--- src/memL2_defines.svh ---
`ifndef MEM_L2_DEFINES_SVH
`define MEM_L2_DEFINES_SVH

// bus widths
`define MEM_ADDR_W 32
`define MEM_LINE_W 128
`define MEM_MMIO_W 64

// boot ROM window, upper address bits that must be zero
`define MEM_ROM_HI_BITS 16

// 64 KiB of 16-byte lines
`define MEM_ROM_LINES 4096

// fields of the opm word
`define MEM_KIND_CMD 2'b00
`define MEM_KIND_LOAD 2'b01
`define MEM_SIZE_LINE 3'b111

`endif

--- src/memL2Pkg.sv ---
package memL2Pkg;

	// request operation codes, kind in [4:3] and size or command in [2:0]
	typedef enum logic [4:0]
	{
		OPM_READY = 5'b00000,
		OPM_LDTLB = 5'b00001,
		OPM_INVTLB = 5'b00010,
		OPM_FLUSHIS = 5'b00011,
		OPM_FLUSHDS = 5'b00100,
		OPM_LDB = 5'b01000,
		OPM_LDW = 5'b01001,
		OPM_LDL = 5'b01010,
		OPM_LDQ = 5'b01011,
		OPM_LDX = 5'b01111,
		OPM_STB = 5'b10000,
		OPM_STW = 5'b10001,
		OPM_STL = 5'b10010,
		OPM_STQ = 5'b10011,
		OPM_STX = 5'b10111,
		OPM_SWQ = 5'b11011,
		OPM_SWX = 5'b11111
	} memOpmE;

	typedef enum logic [1:0]
	{
		OK_READY = 2'd0,
		OK_OK = 2'd1,
		OK_HOLD = 2'd2,
		OK_FAULT = 2'd3
	} memOkE;

	// where a request is routed
	typedef enum logic [1:0]
	{
		REQ_CMD = 2'd0,
		REQ_ROM = 2'd1,
		REQ_DDR = 2'd2,
		REQ_MMIO = 2'd3
	} memReqKindE;

	typedef struct packed
	{
		logic [1:0] kind;
		logic [2:0] size;
	} memOpmAccS;

	typedef struct packed
	{
		logic [1:0] zero;
		logic [2:0] code;
	} memOpmCtlS;

	// same opm word seen as an access or as a cache command
	typedef union packed
	{
		memOpmAccS acc;
		memOpmCtlS ctl;
	} memOpmU;

endpackage

--- src/memL2Resp.sv ---
`include "memL2_defines.svh"

module memL2Resp
	import memL2Pkg::*;
(
	input logic clock,
	input logic rstN,
	input memOpmU memOpm,
	input logic [`MEM_LINE_W-1:0] memDataIn,
	input logic [`MEM_ADDR_W-1:0] memAddr,
	input memReqKindE reqKind,
	input memOpmE mmioOpmIn,
	input logic [`MEM_LINE_W-1:0] romData,
	input memOkE romOK,
	input logic [`MEM_LINE_W-1:0] ddrData,
	input memOkE ddrOK,
	input logic [`MEM_MMIO_W-1:0] mmioInData,
	input memOkE mmioOK,
	output logic [`MEM_LINE_W-1:0] memDataOut,
	output memOkE memOK,
	output logic [`MEM_ADDR_W-1:0] mmioAddr,
	output memOpmE mmioOpm,
	output logic [`MEM_MMIO_W-1:0] mmioOutData
);

	memOkE cmdOK;
	logic mmioLatch;
	logic mmioSel;

	// TLB and flush commands are only acknowledged
	always_comb
	begin
		if (memOpm.ctl.code == 3'd0)
			cmdOK = OK_READY;
		else if (memOpmE'(memOpm) inside {OPM_LDTLB, OPM_INVTLB, OPM_FLUSHIS, OPM_FLUSHDS})
			cmdOK = OK_OK;
		else
			cmdOK = OK_FAULT;
	end

	// keep following the MMIO port until it drops back to READY
	assign mmioSel = (reqKind == REQ_MMIO) || mmioLatch;

	always_ff @(posedge clock or negedge rstN)
	begin
		if (!rstN)
		begin
			memDataOut <= '0;
			memOK <= OK_READY;
			mmioLatch <= 1'b0;
			mmioAddr <= '0;
			mmioOpm <= OPM_READY;
			mmioOutData <= '0;
		end
		else
		begin
			if (mmioSel)
			begin
				memDataOut <= {{(`MEM_LINE_W-`MEM_MMIO_W){1'b0}}, mmioInData};
				memOK <= mmioOK;
				mmioLatch <= (reqKind == REQ_MMIO) || (mmioOK != OK_READY);
			end
			else
			begin
				case (reqKind)
					REQ_ROM:
					begin
						memDataOut <= romData;
						memOK <= romOK;
					end
					REQ_DDR:
					begin
						memDataOut <= ddrData;
						memOK <= ddrOK;
					end
					default:
					begin
						memDataOut <= '0;
						memOK <= cmdOK;
					end
				endcase
			end

			// MMIO request follows the requester one edge later
			mmioOpm <= mmioOpmIn;
			mmioAddr <= memAddr;
			mmioOutData <= memDataIn[`MEM_MMIO_W-1:0];
		end
	end

endmodule

--- config.mk ---
export PLATFORM = sky130hd
export DESIGN_NAME = memL2Resp
export DESIGN_NICKNAME = d
export VERILOG_FILES = /design/src/memL2Pkg.sv /design/src/memL2Resp.sv
export VERILOG_INCLUDE_DIRS = /design/src
export SDC_FILE = /design/constraint.sdc
export NUM_CORES = 1
export LEC_CHECK = 0
export BUFFER_PORTS_ARGS = -buffer_cell sky130_fd_sc_hd__buf_4
export CORE_AREA = 2 2 284 286
export CTS_CLUSTER_DIAMETER = 80
export DETAILED_ROUTE_END_ITERATION = 10
export DIE_AREA = 0 0 286 288
export GPL_TIMING_DRIVEN = 0
export PLACE_DENSITY = 0.39
export SYNTH_ARGS = -nofsm -noshare
export SYNTH_HDL_FRONTEND = slang
export SYNTH_SLANG_ARGS = --single-unit
--- constraint.sdc ---
create_clock -name clock -period 1.7 [get_ports clock]
set_input_delay 0.085 -clock clock [delete_from_list [all_inputs] [get_ports clock]]
set_output_delay 0.085 -clock clock [all_outputs]
set_load 0.1 [all_outputs]
==> flow_metrics.tcl <==
set metrics [dict create \
    hpwl_um 36860 \
    status "finished clean" \
    slowest_stage "dfrtp_1" \
    clk_pin_slew_ns 0.06 \
    worst_pin_slew_ns 0.9150 \
    start_util_pct 9.969 \
    fin_crit_ns 1.620 \
    cts.path.max_buffers 3 \
    power_frac_comb_pct 31.3 \
    grt-ovfl-total 0 \
    power_switching_mw 6.520 \
    layout_commonest_cell "buf_4" \
    post_synth.cell_area_avg_um2 12.80 \
    yosysWarnings 0 \
    fillers 8464 \
    core_area_mm2 0.07964 \
    r2r_slack_ns 0.08 \
    clock-root-buffer "clkbuf_16" \
    clockPowerShare_pct 36.5 \
    p_leak_nw 9.220 \
    drv_cap 0 \
    required_ns 2.16 \
    drive_above_1_share_pct 42.00 \
    crit_arrival_ns 2.08 \
    antenna_found_initial 10 \
    intPower_mw 12.08 \
    dieArea_mm2 0.08237 \
    ir_worst_vdd_v 0.0006523 \
    cp-end-kind "flip-flop" \
    synth_cell_type_count 19 \
    cts_tree "built" \
    worstSkewPairLatency_ns 0.58 \
    io_buffer_count 666 \
    ys_seq_area_share_pct 73.13 \
    final_cell_mix "buf_4 (666), dlygate4sd3_1 (434), dfrtp_1 (232)" \
    r2r_start "mmioLatch" \
    ios 731 \
    layout_setup_ws_ns 0.08029 \
    min-delay-start "ddrOK[1]" \
    nNetsFinal 2256 \
    grt_max_degree 114 \
    crit_type "flip-flop to flip-flop" \
    final-max-slew-violation-count 0 \
    timing.fmax_ghz 0.6174 \
    netlist_area_mm2 0.007939 \
    ctsHtreeMaxLevel 1 \
    gp_congestion 0.9120 \
    detail_route.first_pass.iterations 5 \
    crit_end "memDataOut[88]" \
    grt_use_total_pct 11.19 \
    drcViolationCount 0 \
    startpoint_type "flip-flop" \
    skew_ns 0.01608 \
    ant_nets 0 \
    hold_viol_final 0 \
    wl_um 49220 \
    crit_fanout 10 \
    worst-path-stages 4 \
    routedWlPerCell_um 17.34 \
    p_per_area_mw_per_mm2 940.0 \
    cts.sinks 232 \
    swShare_pct 35.05 \
    period_share_pct 95.28 \
    final_core_utilization_pct 24.85 \
    numCtsBuffers 30 \
    vias_per_cell 3.434 \
    slew_headroom_pct 38.80 \
    p_seq_share_pct 32.1 \
    cpPeakStageDelay_ns 0.39 \
    setup_viol 0 \
    ys_ff_latch 232 \
    fp.dieH_um 288 \
    area_growth_pct 149.3 \
    syn_nets 1123 \
    die_w_um 286 \
    num_rows 104 \
    ff2ff_path_depth 4 \
    critPathTopFamily "simple AND/OR/NAND/NOR gates" \
    vias 9746 \
    synthCells 620 \
    cp_num_buf_inv 2 \
    pre_cts_ws_ns -0.8359 \
    startpoint "mmioLatch" \
    first_iter_violations 334 \
    grt_pass1_vias 10530 \
    crit_chain "or3_4, buf_6, clkbuf_1, nor2_1" \
    grt_pass1_wl_um 68200 \
    hold_path.class "input port to flip-flop" \
    r2r-end "memDataOut[88]" \
]
power groups by stage:
stage          combinational (mW)  sequential, mW  clock [mW]
3_5_place_dp                 4.98            6.07           0
4_1_cts                      5.85            5.98        7.09
2_1_floorplan               0.485            8.58           0
5_1_grt                      6.07            6.00        7.30
6_report                     5.83            5.97        6.80
3_3_place_gp                 4.95            6.07           0
repair_timing:
item                                   in CTS  in global routing
gates resized for setup                     9                 14
buffers inserted                            0                  0
hold buffers                              434                  0
endpoints found under the hold margin     464                  0
setup endpoints to repair                  34                 18
synth_stat cells:
cell type    n  area, um2
o21ai_0     66      330.3
clkbuf_1    33      123.9
inv_1        2      7.510
nor2_1      66      247.7
nand2_1     64      240.2
nor4b_1      1      8.760
ha_1         3      37.54
nand2b_1     1      6.260
or3_4        1      11.26
a22oi_1    128      960.9
a31oi_1      1      6.260
a22o_1       2      17.52
dfrtp_1    232       5806
buf_2        9      45.04
or2_2        1      6.260
a221oi_1     1      8.760
buf_6        4      45.04
a221o_1      1      10.01
clkbuf_2     4      20.02
routing by layer:
layer / up-vias / wire length, um / track usage [%]
met2: 528 / 24060 / 19.64
met4: 4 / 1721 / 4.058
met5: - / 24 / 0
li1: 4457 / - / -
met1: 4672 / 19560 / 13.13
met3: 85 / 3858 / 2.821
state kept, by name, indices dropped and copies added (netlist names):
name / flops
mmioOutData: 64
mmioOpm: 5
mmioLatch: 1
memOK: 2
memDataOut: 128
mmioAddr: 32
logic make-up (layout without fill, tap and decap cells):
| group | Yosys count | after routing | synth area share (%) |
|---|---|---|---|
| other | 0 | 2 | 0 |
| buffers and inverters | 52 | 1208 | 3.042 |
| AND/OR/NAND/NOR | 134 | 134 | 6.556 |
| AO/OA/AOI/OAI | 199 | 199 | 16.80 |
| flip-flops | 232 | 232 | 73.13 |
| adder cells (fa/ha/maj) | 3 | 3 | 0.4729 |
per-stage QoR:
stage	hold WS (ns)	setup TNS, ns	instances	power [mW]	cell area [um2]
global route	0.04016	-0.00003686	2838	19.37	19790
detailed placement	-0.05693	-35.80	2348	11.05	14330
CTS	0.006186	0	2836	18.92	19770
floorplan	-0.2106	0	620	9.067	7939
finish	0.03687	0	2838	18.60	19790
global placement	0.1950	-365.08	2346	11.02	14260
worst min-delay path by stage:
stage | end | depth (start not counted) | slack, ns
floorplan | memDataOut[0] | 0 | -0.21
global placement | mmioOutData[29] | 1 | 0.19
detailed placement | memDataOut[99] | 1 | -0.06
CTS | memOK[1] | 4 | 0.006
global route | memOK[1] | 4 | 0.04
finish | memOK[1] | 4 | 0.04
tightest hold or removal path: stages:
cell and delay [ns]:
buf_4 0.09, a221oi_1 0.09, a31oi_1 0.16, a22o_1 0.14
final cells by class:
class | instances | area [um2] | share of cell area (%)
plain buffers | 49 | 257.7 | 1.302
repair buffers | 1102 | 9407 | 47.53
inverters | 2 | 7.507 | 0.03793
flip-flops and latches | 232 | 5806 | 29.33
diodes | 2 | 5.005 | 0.02529
multi-input cells | 336 | 1911 | 9.654
clock inverters | 13 | 185.2 | 0.9356
well taps | 1060 | 1326 | 6.701
clock buffers | 42 | 887.1 | 4.482
(Power assumes the default switching activity.)
