**config.mk**
```make
export PLATFORM = sky130hd
export DESIGN_NAME = memL2DdrPort
export DESIGN_NICKNAME = d
export VERILOG_FILES = /design/src/memL2Pkg.sv /design/src/memL2DdrPort.sv
export VERILOG_INCLUDE_DIRS = /design/src
export SDC_FILE = /design/constraint.sdc
export NUM_CORES = 1
export LEC_CHECK = 0
export BUFFER_PORTS_ARGS = -buffer_cell sky130_fd_sc_hd__buf_2
export CAP_MARGIN = 20
export CORE_AREA = 2 2 233 235
export CTS_BUF_LIST = sky130_fd_sc_hd__clkbuf_4 sky130_fd_sc_hd__clkbuf_8
export CTS_CLUSTER_DIAMETER = 30
export DETAILED_ROUTE_END_ITERATION = 10
export DIE_AREA = 0 0 235 237
export PLACE_DENSITY_LB_ADDON = 0.2
export SLEW_MARGIN = 20
export SYNTH_ARGS = -nofsm -noshare
export SYNTH_HDL_FRONTEND = slang
export SYNTH_SLANG_ARGS = --single-unit
export TNS_END_PERCENT = 20
```
**constraint.sdc**
```tcl
create_clock -name clock -period 15.6 [get_ports clock]
set_input_delay 4.68 -clock clock [delete_from_list [all_inputs] [get_ports clock]]
set_output_delay 4.68 -clock clock [all_outputs]
set_load 0.02 [all_outputs]
```
**src/memL2_defines.svh**
```systemverilog
`ifndef MEM_L2_DEFINES_SVH
`define MEM_L2_DEFINES_SVH

// bus widths
`define MEM_ADDR_W 32
`define MEM_LINE_W 128
`define MEM_MMIO_W 64

// boot ROM window, upper address bits that must be zero
`define MEM_ROM_HI_BITS 16

// 64 KiB of 16-byte lines
`define MEM_ROM_LINES 4096

// fields of the opm word
`define MEM_KIND_CMD 2'b00
`define MEM_KIND_LOAD 2'b01
`define MEM_SIZE_LINE 3'b111

`endif

```
**src/memL2Pkg.sv**
```systemverilog
package memL2Pkg;

	// request operation codes, kind in [4:3] and size or command in [2:0]
	typedef enum logic [4:0]
	{
		OPM_READY = 5'b00000,
		OPM_LDTLB = 5'b00001,
		OPM_INVTLB = 5'b00010,
		OPM_FLUSHIS = 5'b00011,
		OPM_FLUSHDS = 5'b00100,
		OPM_LDB = 5'b01000,
		OPM_LDW = 5'b01001,
		OPM_LDL = 5'b01010,
		OPM_LDQ = 5'b01011,
		OPM_LDX = 5'b01111,
		OPM_STB = 5'b10000,
		OPM_STW = 5'b10001,
		OPM_STL = 5'b10010,
		OPM_STQ = 5'b10011,
		OPM_STX = 5'b10111,
		OPM_SWQ = 5'b11011,
		OPM_SWX = 5'b11111
	} memOpmE;

	typedef enum logic [1:0]
	{
		OK_READY = 2'd0,
		OK_OK = 2'd1,
		OK_HOLD = 2'd2,
		OK_FAULT = 2'd3
	} memOkE;

	// where a request is routed
	typedef enum logic [1:0]
	{
		REQ_CMD = 2'd0,
		REQ_ROM = 2'd1,
		REQ_DDR = 2'd2,
		REQ_MMIO = 2'd3
	} memReqKindE;

	typedef struct packed
	{
		logic [1:0] kind;
		logic [2:0] size;
	} memOpmAccS;

	typedef struct packed
	{
		logic [1:0] zero;
		logic [2:0] code;
	} memOpmCtlS;

	// same opm word seen as an access or as a cache command
	typedef union packed
	{
		memOpmAccS acc;
		memOpmCtlS ctl;
	} memOpmU;

endpackage

```
**src/memL2DdrPort.sv**
```systemverilog
`include "memL2_defines.svh"

module memL2DdrPort
	import memL2Pkg::*;
(
	input logic clock,
	input logic rstN,
	input logic [`MEM_ADDR_W-1:0] memAddr,
	input logic [`MEM_LINE_W-1:0] memDataIn,
	input memOpmE ddrOpm,
	input logic [`MEM_LINE_W-1:0] ddrMemDataIn,
	input memOkE ddrMemOK,
	output logic [`MEM_ADDR_W-1:0] ddrMemAddr,
	output memOpmE ddrMemOpm,
	output logic [`MEM_LINE_W-1:0] ddrMemDataOut,
	output logic [`MEM_LINE_W-1:0] ddrData,
	output memOkE ddrOK
);

	localparam logic [1:0] stIdle = 2'd0;
	localparam logic [1:0] stIssue = 2'd1;
	localparam logic [1:0] stDone = 2'd2;

	logic [1:0] state;
	memOkE ddrOkR;

	always_ff @(posedge clock or negedge rstN)
	begin
		if (!rstN)
		begin
			state <= stIdle;
			ddrOkR <= OK_READY;
			ddrMemOpm <= OPM_READY;
			ddrMemAddr <= '0;
			ddrMemDataOut <= '0;
		end
		else
		begin
			case (state)
				stIdle:
				begin
					// wait for the port to finish its previous answer too
					if ((ddrOpm != OPM_READY) && (ddrMemOK == OK_READY))
					begin
						ddrMemOpm <= ddrOpm;
						ddrMemAddr <= memAddr;
						ddrMemDataOut <= memDataIn;
						state <= stIssue;
					end
				end
				stIssue:
				begin
					if ((ddrMemOK == OK_OK) || (ddrMemOK == OK_FAULT))
					begin
						ddrMemOpm <= OPM_READY;
						ddrOkR <= ddrMemOK;
						state <= stDone;
					end
				end
				default:
				begin
					// stay here until the requester lets go
					if (ddrOpm == OPM_READY)
					begin
						ddrOkR <= OK_READY;
						state <= stIdle;
					end
				end
			endcase
		end
	end

	// reply line, captured with the port's answer
	always_ff @(posedge clock)
	begin
		if ((state == stIssue) && (ddrMemOK == OK_OK))
			ddrData <= ddrMemDataIn;
	end

	assign ddrOK = (ddrOpm == OPM_READY) ? OK_READY :
		(state == stDone) ? ddrOkR : OK_HOLD;

endmodule

```
==> out/results.tsv <==
stage	metric	value	unit
synthesis	asr flop ratio synth	0.569	
final_layout	fraction of layout cells with a size suffix above 1	0.736	
floorplanning	Die W	235	µm
global_routing	GR Util All Layers	0.119	
final_layout	Final Non-Filler Cells	1947	
worst_setup_path	crit path DAT	5860	ps
sta	Final setup viols	0	
routing	DR pass1 iterations	4	
worst_setup_path	Worst R2R Path Depth	4	
synthesis	Syn Area/Cell	20.9	µm²
worst_setup_path	RR Startpoint	state[1]	
synthesis	#FFs+latches synth	297	
place	Buffers on Ports	591	
global_routing	largest net degree at the start of global routing	78	
routing	WL per Instance	17.7	µm
routing	Iteration-0 DRC Markers	219	
global_routing	initial antenna violation count	24	
clocking	# hold bufs at CTS	0	
synthesis	Synth Cell Area	0.0106	mm²
place	RD Place Congestion	0.759	
clocking	clock edge transition at the registers on the reported setup and hold paths	50	ps
synthesis	synth unique cells	21	
worst_setup_path	crit path max fanout	6	
synthesis	Seq/Total Area, Yosys	0.760	
clocking	total CTS buffers	84	
synthesis	most instantiated library cell after synthesis	dfrtp_1	
synthesis	area share of the largest cell type after synthesis	0.398	
final_layout	P&R area growth vs syn	53.0	%
hold_path	Hold Path End	ddrMemAddr[7]	
sta	clock skew	32.7	ps
power_and_ir_drop	static leakage	0.00753	µW
power_and_ir_drop	Power Dens Cells	204	mW/mm²
clocking	CTS tree	yes	
worst_setup_path	CP Launch Point	ddrOpm[3]	
power_and_ir_drop	worst IR drop on VDD	0.0830	mV
sta	period utilization	0.675	
final_layout	fillers	5479	
synthesis	EDFF count, synth	128	
worst_setup_path	Critical Path End Type	primary output	
sta	Worst-Margin Slew	1070	ps
routing	vias per cell	3.73	
clocking	H-tree levels	3	
routing	DR DRC count	0	
global_routing	vias in the first global route	7734	
sta	Slew Viols, Final	0	
hold_path	HP Class	reg2reg	
synthesis	top post-synthesis cells by area	dfrtp_1 40%, edfxtp_1 36%, mux2_4 14%	
clocking	Clock Latency Late Sink	640	ps
hold_path	Worst Hold Depth	1	
routing	via count	7255	
floorplanning	Die Ht	237	µm
place	placed cell count	1781	
place	DP Wirelength	26000	µm
synthesis	Syn Inst Count	508	
power_and_ir_drop	overall power	3310	µW
synthesis	post-synth net total	805	
floorplanning	Initial Util	0.199	
synthesis	Yosys warnings	0	
synthesis	biggest area consumer among synthesized cells	dfrtp_1	
clocking	CTS Root Cell	clkbuf_8	
routing	Post-DRT Antenna Nets	0	
sta	Fin. Hold Viols	0	
sta	min Tclk post-route	10540	ps
synthesis	most instantiated cells after synthesis	169 x dfrtp_1, 128 x edfxtp_1, 100 x mux2_4	
worst_setup_path	required time worst endpoint	10920	ps
sta	RSZ-0062 raised after global routing	no	
floorplanning	core area	0.0533	mm²
clocking	clock tree sinks	297	
global_routing	grt ovf	0	
clocking	postcts setup bufs	0	
clocking	Clock Tree Buf Depth	3	
floorplanning	FP Rows	85	
clocking	Resize count post-CTS	0	
routing	Total Wirelength	34400	µm
status	outcome	complete, no violations	
worst_setup_path	FF-to-FF End	ddrMemAddr[2]	
floorplanning	Die Footprint	0.0557	mm²
synthesis	top_reg_cell synth	dfrtp_1	
worst_setup_path	Crit Path Class	in2out	
final_layout	Nets	1468	
sta	setup_tns	0	ps
job	Max-Cap Viols	0	
sta	FMAX	94.9	MHz
hold_path	Worst Hold Launch	ddrMemAddr[7]	
floorplanning	I/O Pins	592	
global_routing	global-route wire length before repair	49400	µm
worst_setup_path	crit path launch type	input port	
sta	slew margin rel.	0.285	
worst_setup_path	r2r setup slk	12330	ps
-- cell usage in the layout, fill, tap and decap left out, drive strengths merged --
cell and instances:
bufinv 7, o21a 1, a32o 5, clkinvlp 9, dfrtp 169, nor3 1
a21oi 1, nor4 1, inv 5, buf 597, clkbuf 104, clkinv 31
edfxtp 128, or2 1, or4 1, nor2 6, mux2i 1, mux2 160
nand2b 1, nand2 5, diode 10, o21ai 5, o211ai 1, o22ai 1
-- layout make-up --
cell class,instances,area (µm²),area share
Clock buffer,104,1360,0.0834
Tap cell,696,871,0.0536
Sequential cell,297,8070,0.497
Multi-Input combinational cell,191,2390,0.147
Clock inverter,52,528,0.0325
Timing Repair Buffer,597,3010,0.185
Antenna cell,10,25.0,0.00154
-- worst max-delay path by stage --
| stage | end | slack, ps | cells after the start |
|---|---|---|---|
| 2_1_floorplan | ddrData[0] | 4480 | 4 |
| 3_3_place_gp | ddrOK[0] | 5040 | 5 |
| 3_5_place_dp | ddrOK[0] | 5060 | 5 |
| 4_1_cts | ddrOK[0] | 5050 | 5 |
| 5_1_grt | ddrOK[0] | 5020 | 5 |
| 6_report | ddrOK[0] | 5060 | 5 |
-- routing by layer --
layer / GRT usage / part of all wire / vias to the layer above
li1: - / - / 3254
met1: 0.113 / 0.33 / 3528
met2: 0.223 / 0.55 / 395
met3: 0.0521 / 0.092 / 78
met4: 0.0472 / 0.029 / 0
met5: 0 / 0 / -
-- power by group --
part | internal [µW] | switching (µW)
Clock | 704 | 433
Combinational | 449 | 546
Sequential | 1060 | 122
-- registers in the layout (all words and copies together), names as in the netlist --
name and cells:
ddrMemOpm 5, ddrMemAddr 32, state 2, ddrOkR 2, ddrMemDataOut 128, ddrData 128
-- worst max-delay path, cell delays in order --
cell and delay [ps]:
buf_2 110, or4_4 580, o21ai_0 230, nor2_1 60, buf_2 200
-- logic make-up (layout without fill, tap and decap cells) --
| kind of cell | count (synthesis) | count (layout) | share of synthesized area |
|---|---|---|---|
| flip-flops | 297 | 297 | 0.760 |
| multiplexers | 161 | 161 | 0.206 |
| buffers and inverters | 20 | 753 | 0.0163 |
| AND/OR/NAND/NOR | 16 | 16 | 0.00860 |
| AO/OA/AOI/OAI | 14 | 14 | 0.00954 |
| other | 0 | 10 | 0 |
-- metrics by stage --
stage	worst slack, ps	cell area [µm²]	hold WS, ps	utilization
final	5060	16300	497	0.305
after global routing	5020	16200	508	0.305
after CTS	5050	16200	501	0.305
after detailed placement	5060	14300	486	0.269
after global placement	5040	14300	486	0.269
after floorplan	4480	10600	502	-
Power figures use the tool's default switching activity.
