$ cat src/memL2_defines.svh
`ifndef MEM_L2_DEFINES_SVH
`define MEM_L2_DEFINES_SVH

// bus widths
`define MEM_ADDR_W 32
`define MEM_LINE_W 128
`define MEM_MMIO_W 64

// boot ROM window, upper address bits that must be zero
`define MEM_ROM_HI_BITS 16

// 64 KiB of 16-byte lines
`define MEM_ROM_LINES 4096

// fields of the opm word
`define MEM_KIND_CMD 2'b00
`define MEM_KIND_LOAD 2'b01
`define MEM_SIZE_LINE 3'b111

`endif

$ cat src/memL2Pkg.sv
package memL2Pkg;

	// request operation codes, kind in [4:3] and size or command in [2:0]
	typedef enum logic [4:0]
	{
		OPM_READY = 5'b00000,
		OPM_LDTLB = 5'b00001,
		OPM_INVTLB = 5'b00010,
		OPM_FLUSHIS = 5'b00011,
		OPM_FLUSHDS = 5'b00100,
		OPM_LDB = 5'b01000,
		OPM_LDW = 5'b01001,
		OPM_LDL = 5'b01010,
		OPM_LDQ = 5'b01011,
		OPM_LDX = 5'b01111,
		OPM_STB = 5'b10000,
		OPM_STW = 5'b10001,
		OPM_STL = 5'b10010,
		OPM_STQ = 5'b10011,
		OPM_STX = 5'b10111,
		OPM_SWQ = 5'b11011,
		OPM_SWX = 5'b11111
	} memOpmE;

	typedef enum logic [1:0]
	{
		OK_READY = 2'd0,
		OK_OK = 2'd1,
		OK_HOLD = 2'd2,
		OK_FAULT = 2'd3
	} memOkE;

	// where a request is routed
	typedef enum logic [1:0]
	{
		REQ_CMD = 2'd0,
		REQ_ROM = 2'd1,
		REQ_DDR = 2'd2,
		REQ_MMIO = 2'd3
	} memReqKindE;

	typedef struct packed
	{
		logic [1:0] kind;
		logic [2:0] size;
	} memOpmAccS;

	typedef struct packed
	{
		logic [1:0] zero;
		logic [2:0] code;
	} memOpmCtlS;

	// same opm word seen as an access or as a cache command
	typedef union packed
	{
		memOpmAccS acc;
		memOpmCtlS ctl;
	} memOpmU;

endpackage

$ cat src/memL2Decode.sv
`include "memL2_defines.svh"

module memL2Decode
	import memL2Pkg::*;
(
	input memOpmU memOpm,
	input logic [`MEM_ADDR_W-1:0] memAddr,
	output memReqKindE reqKind,
	output memOpmE romOpm,
	output memOpmE ddrOpm,
	output memOpmE mmioOpm
);

	logic isCmd;
	logic isLine;
	logic romHit;

	// command codes only live under kind 00
	assign isCmd = (memOpm.ctl.zero == `MEM_KIND_CMD);
	assign isLine = (memOpm.acc.size == `MEM_SIZE_LINE);

	// lines below 64 KiB come from the boot ROM
	assign romHit = (memAddr[`MEM_ADDR_W-1 -: `MEM_ROM_HI_BITS] == '0);

	always_comb
	begin
		reqKind = REQ_CMD;
		romOpm = OPM_READY;
		ddrOpm = OPM_READY;
		mmioOpm = OPM_READY;

		if (!isCmd)
		begin
			if (!isLine)
			begin
				// sized access, goes out on the 64-bit port
				reqKind = REQ_MMIO;
				mmioOpm = memOpmE'(memOpm);
			end
			else if (romHit)
			begin
				reqKind = REQ_ROM;
				romOpm = memOpmE'(memOpm);
			end
			else
			begin
				reqKind = REQ_DDR;
				ddrOpm = memOpmE'(memOpm);
			end
		end
	end

endmodule

$ cat config.mk
export PLATFORM = sky130hd
export DESIGN_NAME = memL2Decode
export DESIGN_NICKNAME = d
export VERILOG_FILES = /design/src/memL2Pkg.sv /design/src/memL2Decode.sv
export VERILOG_INCLUDE_DIRS = /design/src
export SDC_FILE = /design/constraint.sdc
export NUM_CORES = 1
export LEC_CHECK = 0
export BUFFER_PORTS_ARGS = -buffer_cell sky130_fd_sc_hd__buf_2
export CAP_MARGIN = 20
export CORE_AREA = 2 2 39 41
export DETAILED_ROUTE_END_ITERATION = 6
export DIE_AREA = 0 0 41 43
export GPL_TIMING_DRIVEN = 0
export PLACE_DENSITY = 0.66
export SLEW_MARGIN = 10
export SYNTH_ARGS = -nofsm -noshare
export SYNTH_HDL_FRONTEND = slang
export SYNTH_SLANG_ARGS = --single-unit
$ cat constraint.sdc
create_clock -name vclk -period 1.2
set_input_delay 0.12 -clock vclk [all_inputs]
set_output_delay 0.12 -clock vclk [all_outputs]
set_load 0.005 [all_outputs]
==> results.md, run 1 <==
* Status: finished with violations
* Failing checks: negative setup slack
* Synth area leaders: nor4_2 24%, and2_1 21%, nor3_1 12%
* Register Area at 0 um^2
* Most frequent cell after synthesis: and2_1
* Crit start category: input port
* Mapped Avg Cell Area at 6.88 um^2
* Syn_nets at 67
* First-pass GRT wire length at 1360 um
* GRT Overall Usage at 10.4%
* Worst Tran Pin Value at 325 ps
* Die ar. at 0.00176 mm^2
* Post-Route WL at 926 um
* Gpl congestion at 0.604
* Initial DRT Pass Iterations at 4
* DP HPWL at 727 um
* Residual DRC at 0
* Post-Syn Instances at 30
* Die Ht at 43 um
* CP endpoint kind: primary output
* Hold slack at 503 ps
* Hold wc startpoint: memOpm[0]
* Post CTS Setup Buffer Count at 0
* CP required at 1080 ps
* Maximum fanout along the worst path at 6
* Final setup vio count at 6
* Relative slew slack at 78.2%
* Fill cells at 150
* Clock buffers at 0
* Core Region at 0.00138 mm^2
* Largest net degree at the start of global routing at 11
* Nets@finish at 107
* PortBufs at 38
* P_leak at 0.000269 uW
* Area share of the largest cell type after synthesis at 24.2%
* Peak supply drop at 0.0846 mV
* Worst setup margin at -47.4 ps
* Initial antenna violation count at 0
* Vias in the first global route at 339
* ANT nets after route at 0
* Hold Path Cell Cnt at 3
* Setup TNS at -227 ps
* Starting density of the core at 14.9%
* DIE WIDTH at 41 um
* Endpoint, Worst Hold: mmioOpm[2]
* Synth top cells by count: 7 x and2_1, 5 x nor3_1, 4 x nor4_2
* Count of pins over their slew limit at 0
* Share of cells above drive strength 1 at 67.6%
* Wire per inst at 11.0 um
* Count of different cell masters after synthesis at 14
* Area delta synth->final at 153%
* FFs & Latches at 0
* Tcrit/Tclk final at 104%
* Crit path DAT at 1130 ps
* Final hold vios at 0
* Vias post-DR at 365
* Pwr Density at 258 mW/mm^2
* Placed cell count at 84
* I/O Pins at 54
* DP Worst Slack at -122 ps
* Via-to-Cell Ratio at 4.35
* Placement Rows at 14
* Congestion Overflow GR at 0
* Fin cells at 84
* FMAX at 802 MHz
* Max-cap violation count at 0
* Synth Cell Area at 206 um^2
* Hold WC Path Type: in -> out
* Antenna cells at 0
* Synth Warn # at 0
* Sequential-to-total area share from yosys stat at 0%
* Leading area contributor after synthesis: nor4_2
* DRT iter0 DRCs at 3
* CP Class: in -> out
* Minimum clock period at 1250 ps
* RSZ-0062 raised after global routing: yes
[where the power goes]
part | switching (uW) | total (uW) | internal, uW
sequential | 0 | 0 | 0
clock | 0 | 0 | 0
combinational | 59.0 | 135 | 75.8
[placed cells by master, fill, tap and decap left out]
master / Yosys / layout
a21oi_1: 1 / 1
or2_1: 1 / 1
nor3_2: 0 / 1
and2_1: 7 / 7
nand3_1: 1 / 1
buf_6: 0 / 9
buf_2: 0 / 29
nand2_1: 1 / 1
o21a_1: 1 / 1
clkbuf_2: 0 / 1
nor3_1: 5 / 4
nor4_4: 0 / 4
nor2_1: 2 / 2
and3_1: 2 / 2
nand4_4: 0 / 1
a41oi_2: 1 / 1
inv_1: 2 / 2
[cells by family (layout without fill, tap and decap cells)]
group | Yosys count | in the layout | synth area share, %
AND/OR/NAND/NOR | 24 | 24 | 80.6
AO/OA/AOI/OAI | 3 | 3 | 13.9
buffers and inverters | 3 | 41 | 5.45
[stage by stage]
step                      total power [uW]  util (%)  instance area [um^2]
after global placement                99.1      30.1                   417
after floorplan                       35.9         -                   206
after global routing                   148      37.8                   523
after CTS                              126      34.9                   483
final                                  135      37.8                   523
after detailed placement               102      30.1                   417
[area by class of cell]
type	count	area, um^2	area share (%)
well taps	16	20.0	3.83
plain buffers	1	5.00	0.957
multi-input cells	27	244	46.7
inverters	2	7.51	1.44
repair buffers	38	246	47.1
[worst max-delay path: stages]
cell and delay (ps):
buf_6 90, nor4_4 360, a41oi_2 230, and2_1 200, buf_2 120
[how the worst max path moves through the flow]
stage / startpoint / end
6_report: memAddr[24] / ddrOpm[3]
5_1_grt: memAddr[24] / ddrOpm[4]
4_1_cts: memAddr[22] / reqKind[1]
3_5_place_dp: memAddr[17] / ddrOpm[3]
3_3_place_gp: memAddr[29] / reqKind[1]
2_1_floorplan: memAddr[25] / reqKind[1]
[timing repair]
action / CTS / global route
pin swaps: 5 / 12
hold buffers: 0 / 0
setup endpoints to repair: 12 / 15
resized for setup: 9 / 8
[layer usage]
| metal | vias up | wire [um] | share of wire [%] | global-route usage, % |
|---|---|---|---|---|
| met4 | 0 | 0 | 0 | 0 |
| met3 | 0 | 82 | 8.9 | 0.524 |
| met1 | 161 | 328 | 35 | 11.1 |
| met5 | - | 0 | 0 | 0 |
| met2 | 18 | 515 | 56 | 21.3 |
| li1 | 186 | - | - | - |
Power figures use the tool's default switching activity.
==> run 2: changes to the inputs <==
Settings changed: BUFFER_PORTS_ARGS -buffer_cell sky130_fd_sc_hd__buf_2 to -buffer_cell sky130_fd_sc_hd__buf_4.
==> run 2 against run 1 <==
The run still ends with negative setup slack left. Cell area up 16%. Via count down 1.1%. Non-clock buffer count unchanged. Sequential cell count unchanged. Sequential share of layout area unchanged. Largest cell class unchanged. Largest power group unchanged. Highest routed layer unchanged.
==> results.md, run 2 (synthesized netlist as in run 1, its figures left out) <==
* Worst path cell trace: buf_4, nor4_4, a41oi_2, and2_1, buf_4
* Slowest-stage cell, CP: nor4_4
* Worst setup margin at -64.4 ps
* CP endpoint kind: primary output
* FFs & Latches at 0
* Starting density of the core at 14.9%
* Hold_buf cts at 0
* Failing checks: negative setup slack
* Wire per inst at 11.4 um
* ANT nets after route at 0
* Relative slew slack at 76.4%
* Most common cell after layout, fill and taps aside: buf_4
* Share of cells above drive strength 1 at 73.5%
* Seq pwr share at 0%
* Core Region at 0.00138 mm^2
* DP Worst Slack at -152 ps
* Hold WC Path Type: in -> out
* First-pass GRT wire length at 1430 um
* Vias in the first global route at 357
* Delay-heaviest family, CP: simple AND/OR/NAND/NOR gates
* Post-Route WL at 955 um
* Hold slack at 504 ps
* Final setup vio count at 6
* Pwr Density at 260 mW/mm^2
* Die ar. at 0.00176 mm^2
* Int Pwr at 94.6 uW
* Psw at 62.5 uW
* Initial antenna violation count at 0
* Critical Path Max Stage Delay at 350 ps
* Fill cells at 153
* Final hold vios at 0
* DRT iter0 DRCs at 2
* Maximum fanout along the worst path at 6
* Antenna cells at 0
* DIE WIDTH at 41 um
* Crit path DAT at 1140 ps
* Peak supply drop at 0.0954 mV
* Die Ht at 43 um
* Clock buffers at 0
* Area delta synth->final at 193%
* Sw frac at 39.8%
* Worst Tran Pin Value at 353 ps
* Register Area at 0 um^2
* Vias post-DR at 361
* Setup TNS at -319 ps
* Nets@finish at 107
* Power, Total at 157 uW
* Hold Path Cell Cnt at 3
* Count of pins over their slew limit at 0
* RSZ-0062 raised after global routing: yes
* Largest net degree at the start of global routing at 11
* FMAX at 791 MHz
* Status: finished with violations
* CP Class: in -> out
* Tcrit/Tclk final at 105%
* Initial DRT Pass Iterations at 2
* Finished Core Util at 43.7%
* Congestion Overflow GR at 0
* GRT Overall Usage at 11.0%
* Worst Path Buf+Inv at 2
* Minimum clock period at 1260 ps
* Crit start category: input port
* Most frequent cells in the layout: 32 x buf_4, 7 x and2_1, 6 x buf_6
* Via-to-Cell Ratio at 4.30
* CP required at 1080 ps
* Gpl congestion at 0.608
* PortBufs at 38
* Residual DRC at 0
* Area of the multi-input gates at 264 um^2
* Placement Rows at 14
* I/O Pins at 54
* Comb pwr share at 100.0%
* Clock share of power at 0%
* Critical path depth at 5
* Most frequent cell on the critical path: buf_4
* P_leak at 0.000284 uW
* Max-cap violation count at 0
==> run 2: cell types whose count changed in the layout (fill, tap and decap cells not counted) <==
cell	change
buf_2	-29
buf_4	+32
buf_6	-3
nor3_1	-4
nor3_2	+4
==> run 2: power groups by stage <==
stage               sequential, uW  combinational [uW]  clock, uW
CTS                              0                 154          0
finish                           0                 157          0
floorplan                        0                35.9          0
detailed placement               0                 132          0
global route                     0                 172          0
global placement                 0                 131          0
==> run 2: through the flow <==
step	cell area (um^2)	instances
final	604	84
after global routing	604	84
after CTS	593	84
after detailed placement	512	84
after global placement	512	84
after floorplan	206	30
==> run 2: final cells by class <==
| type | instances | area share, % |
|---|---|---|
| timing repair buffer | 38 | 50.9 |
| multi-input combinational | 27 | 43.7 |
| tap | 16 | 3.31 |
| inverter | 2 | 1.24 |
| buffer | 1 | 0.828 |
==> run 2: path summary, 6_finish.rpt <==
kind / slack, ps / to / startpoint
worst max-delay path: -60 / ddrOpm[1] / memAddr[21]
worst min-delay path: 500 / mmioOpm[2] / memOpm[0]
==> run 2: what timing repair did <==
action | CTS | global route
pin swaps | 9 | 1
setup endpoints to repair | 12 | 12
gates resized for setup | 14 | 3
buffers inserted | 0 | 0
==> run 2: layer usage <==
metal / routed length [um] / track usage (%)
met1: 277 / 11.4
met2: 570 / 23.1
met3: 106 / 0
met4: 0 / 0
met5: 0 / 0
==> run 3: changes to the inputs <==
Settings changed: PLACE_DENSITY 0.66 to not set, PLACE_DENSITY_LB_ADDON set to 0.15.
==> run 3 against run 2 <==
Die area stayed put. Worst setup slack better by 30 ps. Critical endpoint is now romOpm[1]. Largest power group unchanged. First-iteration DRC count is 50% lower. Sequential cell count stayed put. Cell area is 5.8% lower. Fmax is 2.4% higher. Power is 3.5% lower. The run still ends with negative setup slack left.
==> results.md, run 3 (synthesized netlist as in run 1, its figures left out) <==
* Antenna cells at 0
* Initial antenna violation count at 0
* Worst setup margin at -34.3 ps
* Finished Core Util at 41.1%
* DIE WIDTH at 41 um
* GR Util met1 at 10.8%
* DP Worst Slack at -155 ps
* Delay-heaviest family, CP: simple AND/OR/NAND/NOR gates
* First-pass GRT wire length at 1300 um
* Worst path cell trace: buf_6, nor4_4, nand4_2, nor3_1, buf_4
* Starting density of the core at 14.9%
* Post CTS Setup Buffer Count at 0
* Critical Path Max Stage Delay at 320 ps
* CP required at 1080 ps
* Most frequent cells in the layout: 32 x buf_4, 7 x and2_1, 6 x buf_6
* Final hold vios at 0
* Placement Rows at 14
* Met2 Use GR at 19.1%
* I/O Pins at 54
* Critical path depth at 5
* Count of pins over their slew limit at 0
* Tcrit/Tclk final at 103%
* Minimum clock period at 1230 ps
* Register Area at 0 um^2
* Vias post-DR at 372
* Maximum fanout along the worst path at 6
* Global Route met3 Usage at 1.57%
* ANT nets after route at 0
* Area delta synth->final at 176%
* Max-cap violation count at 0
* RSZ-0062 raised after global routing: yes
* Status: finished with violations
* Fill cells at 156
* Largest net degree at the start of global routing at 11
* Hold_buf cts at 0
* DP HPWL at 745 um
* Die ar. at 0.00176 mm^2
* Die Ht at 43 um
* Pwr Density at 266 mW/mm^2
* DRT iter0 DRCs at 1
* Crit path DAT at 1110 ps
* Area of the multi-input gates at 230 um^2
* Worst Path Buf+Inv at 2
* Initial DRT Pass Iterations at 2
* Crit start category: input port
* Via-to-Cell Ratio at 4.43
* Post-Route WL at 906 um
* GRT Overall Usage at 9.79%
* Wire per inst at 10.8 um
* Vias in the first global route at 327
* Core Region at 0.00138 mm^2
* CP endpoint kind: primary output
* Nets@finish at 107
* Slowest-stage cell, CP: nor4_4
* Worst Tran Pin Value at 337 ps
* Busiest grt layer: met2
* Hold WC Path Type: in -> out
* Hold Path Cell Cnt at 3
* Residual DRC at 0
* Most common cell after layout, fill and taps aside: buf_4
* Clock buffers at 0
* FFs & Latches at 0
* FMAX at 810 MHz
* Failing checks: negative setup slack
* Relative slew slack at 77.5%
* PortBufs at 38
* Congestion Overflow GR at 0
* Gpl congestion at 0.595
* Share of cells above drive strength 1 at 64.7%
* Final setup vio count at 9
* Hold slack at 504 ps
* CP Class: in -> out
* P_leak at 0.000274 uW
* Peak supply drop at 0.126 mV
[run 3: cell count changes in the layout (fill, tap and decap cells not counted)]
cell      delta
clkbuf_1     +1
clkbuf_2     -1
nand4_2      +1
nand4_4      -1
nor3_1       +5
nor3_2       -5
[run 3: what timing repair did]
item / in CTS / in global routing
hold endpoints to repair: 0 / 0
resized for setup: 10 / 0
pin swaps: 6 / 0
cloned: 0 / 0
setup endpoints to repair: 12 / 12
[run 3: worst paths after layout]
kind | end | slack [ps] | start
hold / removal | mmioOpm[2] | 500 | memOpm[0]
setup / recovery | romOpm[1] | -30 | memAddr[23]
[run 3: metal layers]
metal | part of all wire (%) | vias to the layer above
met1 | 35 | 160
met5 | 0 | -
met2 | 47 | 26
met4 | 0 | 0
li1 | - | 186
met3 | 17 | 0
[run 3: power by group]
part           internal [uW]  total, uW  switching, uW
combinational           94.1        152           57.5
sequential                 0          0              0
clock                      0          0              0
[run 3: cell type report]
type,instances,area share (%)
tap,16,3.52
buffer,1,0.659
timing repair buffer,38,54.1
multi-input combinational,27,40.4
inverter,2,1.32
[run 3: per-stage QoR]
stage / total power, uW / std cells / area, um^2 / TNS (ps)
2_1_floorplan: 35.9 / 30 / 206 / 0
3_3_place_gp: 132 / 84 / 512 / -1550
3_5_place_dp: 133 / 84 / 512 / -1520
4_1_cts: 154 / 84 / 569 / -410
5_1_grt: 163 / 84 / 569 / -1220
6_report: 152 / 84 / 569 / -148
[run 3: tightest hold or removal path, delay by kind of cell]
kind	cells	cell delay, ps
buffers and inverters	2	210
AOI/OAI and AO/OA	1	50
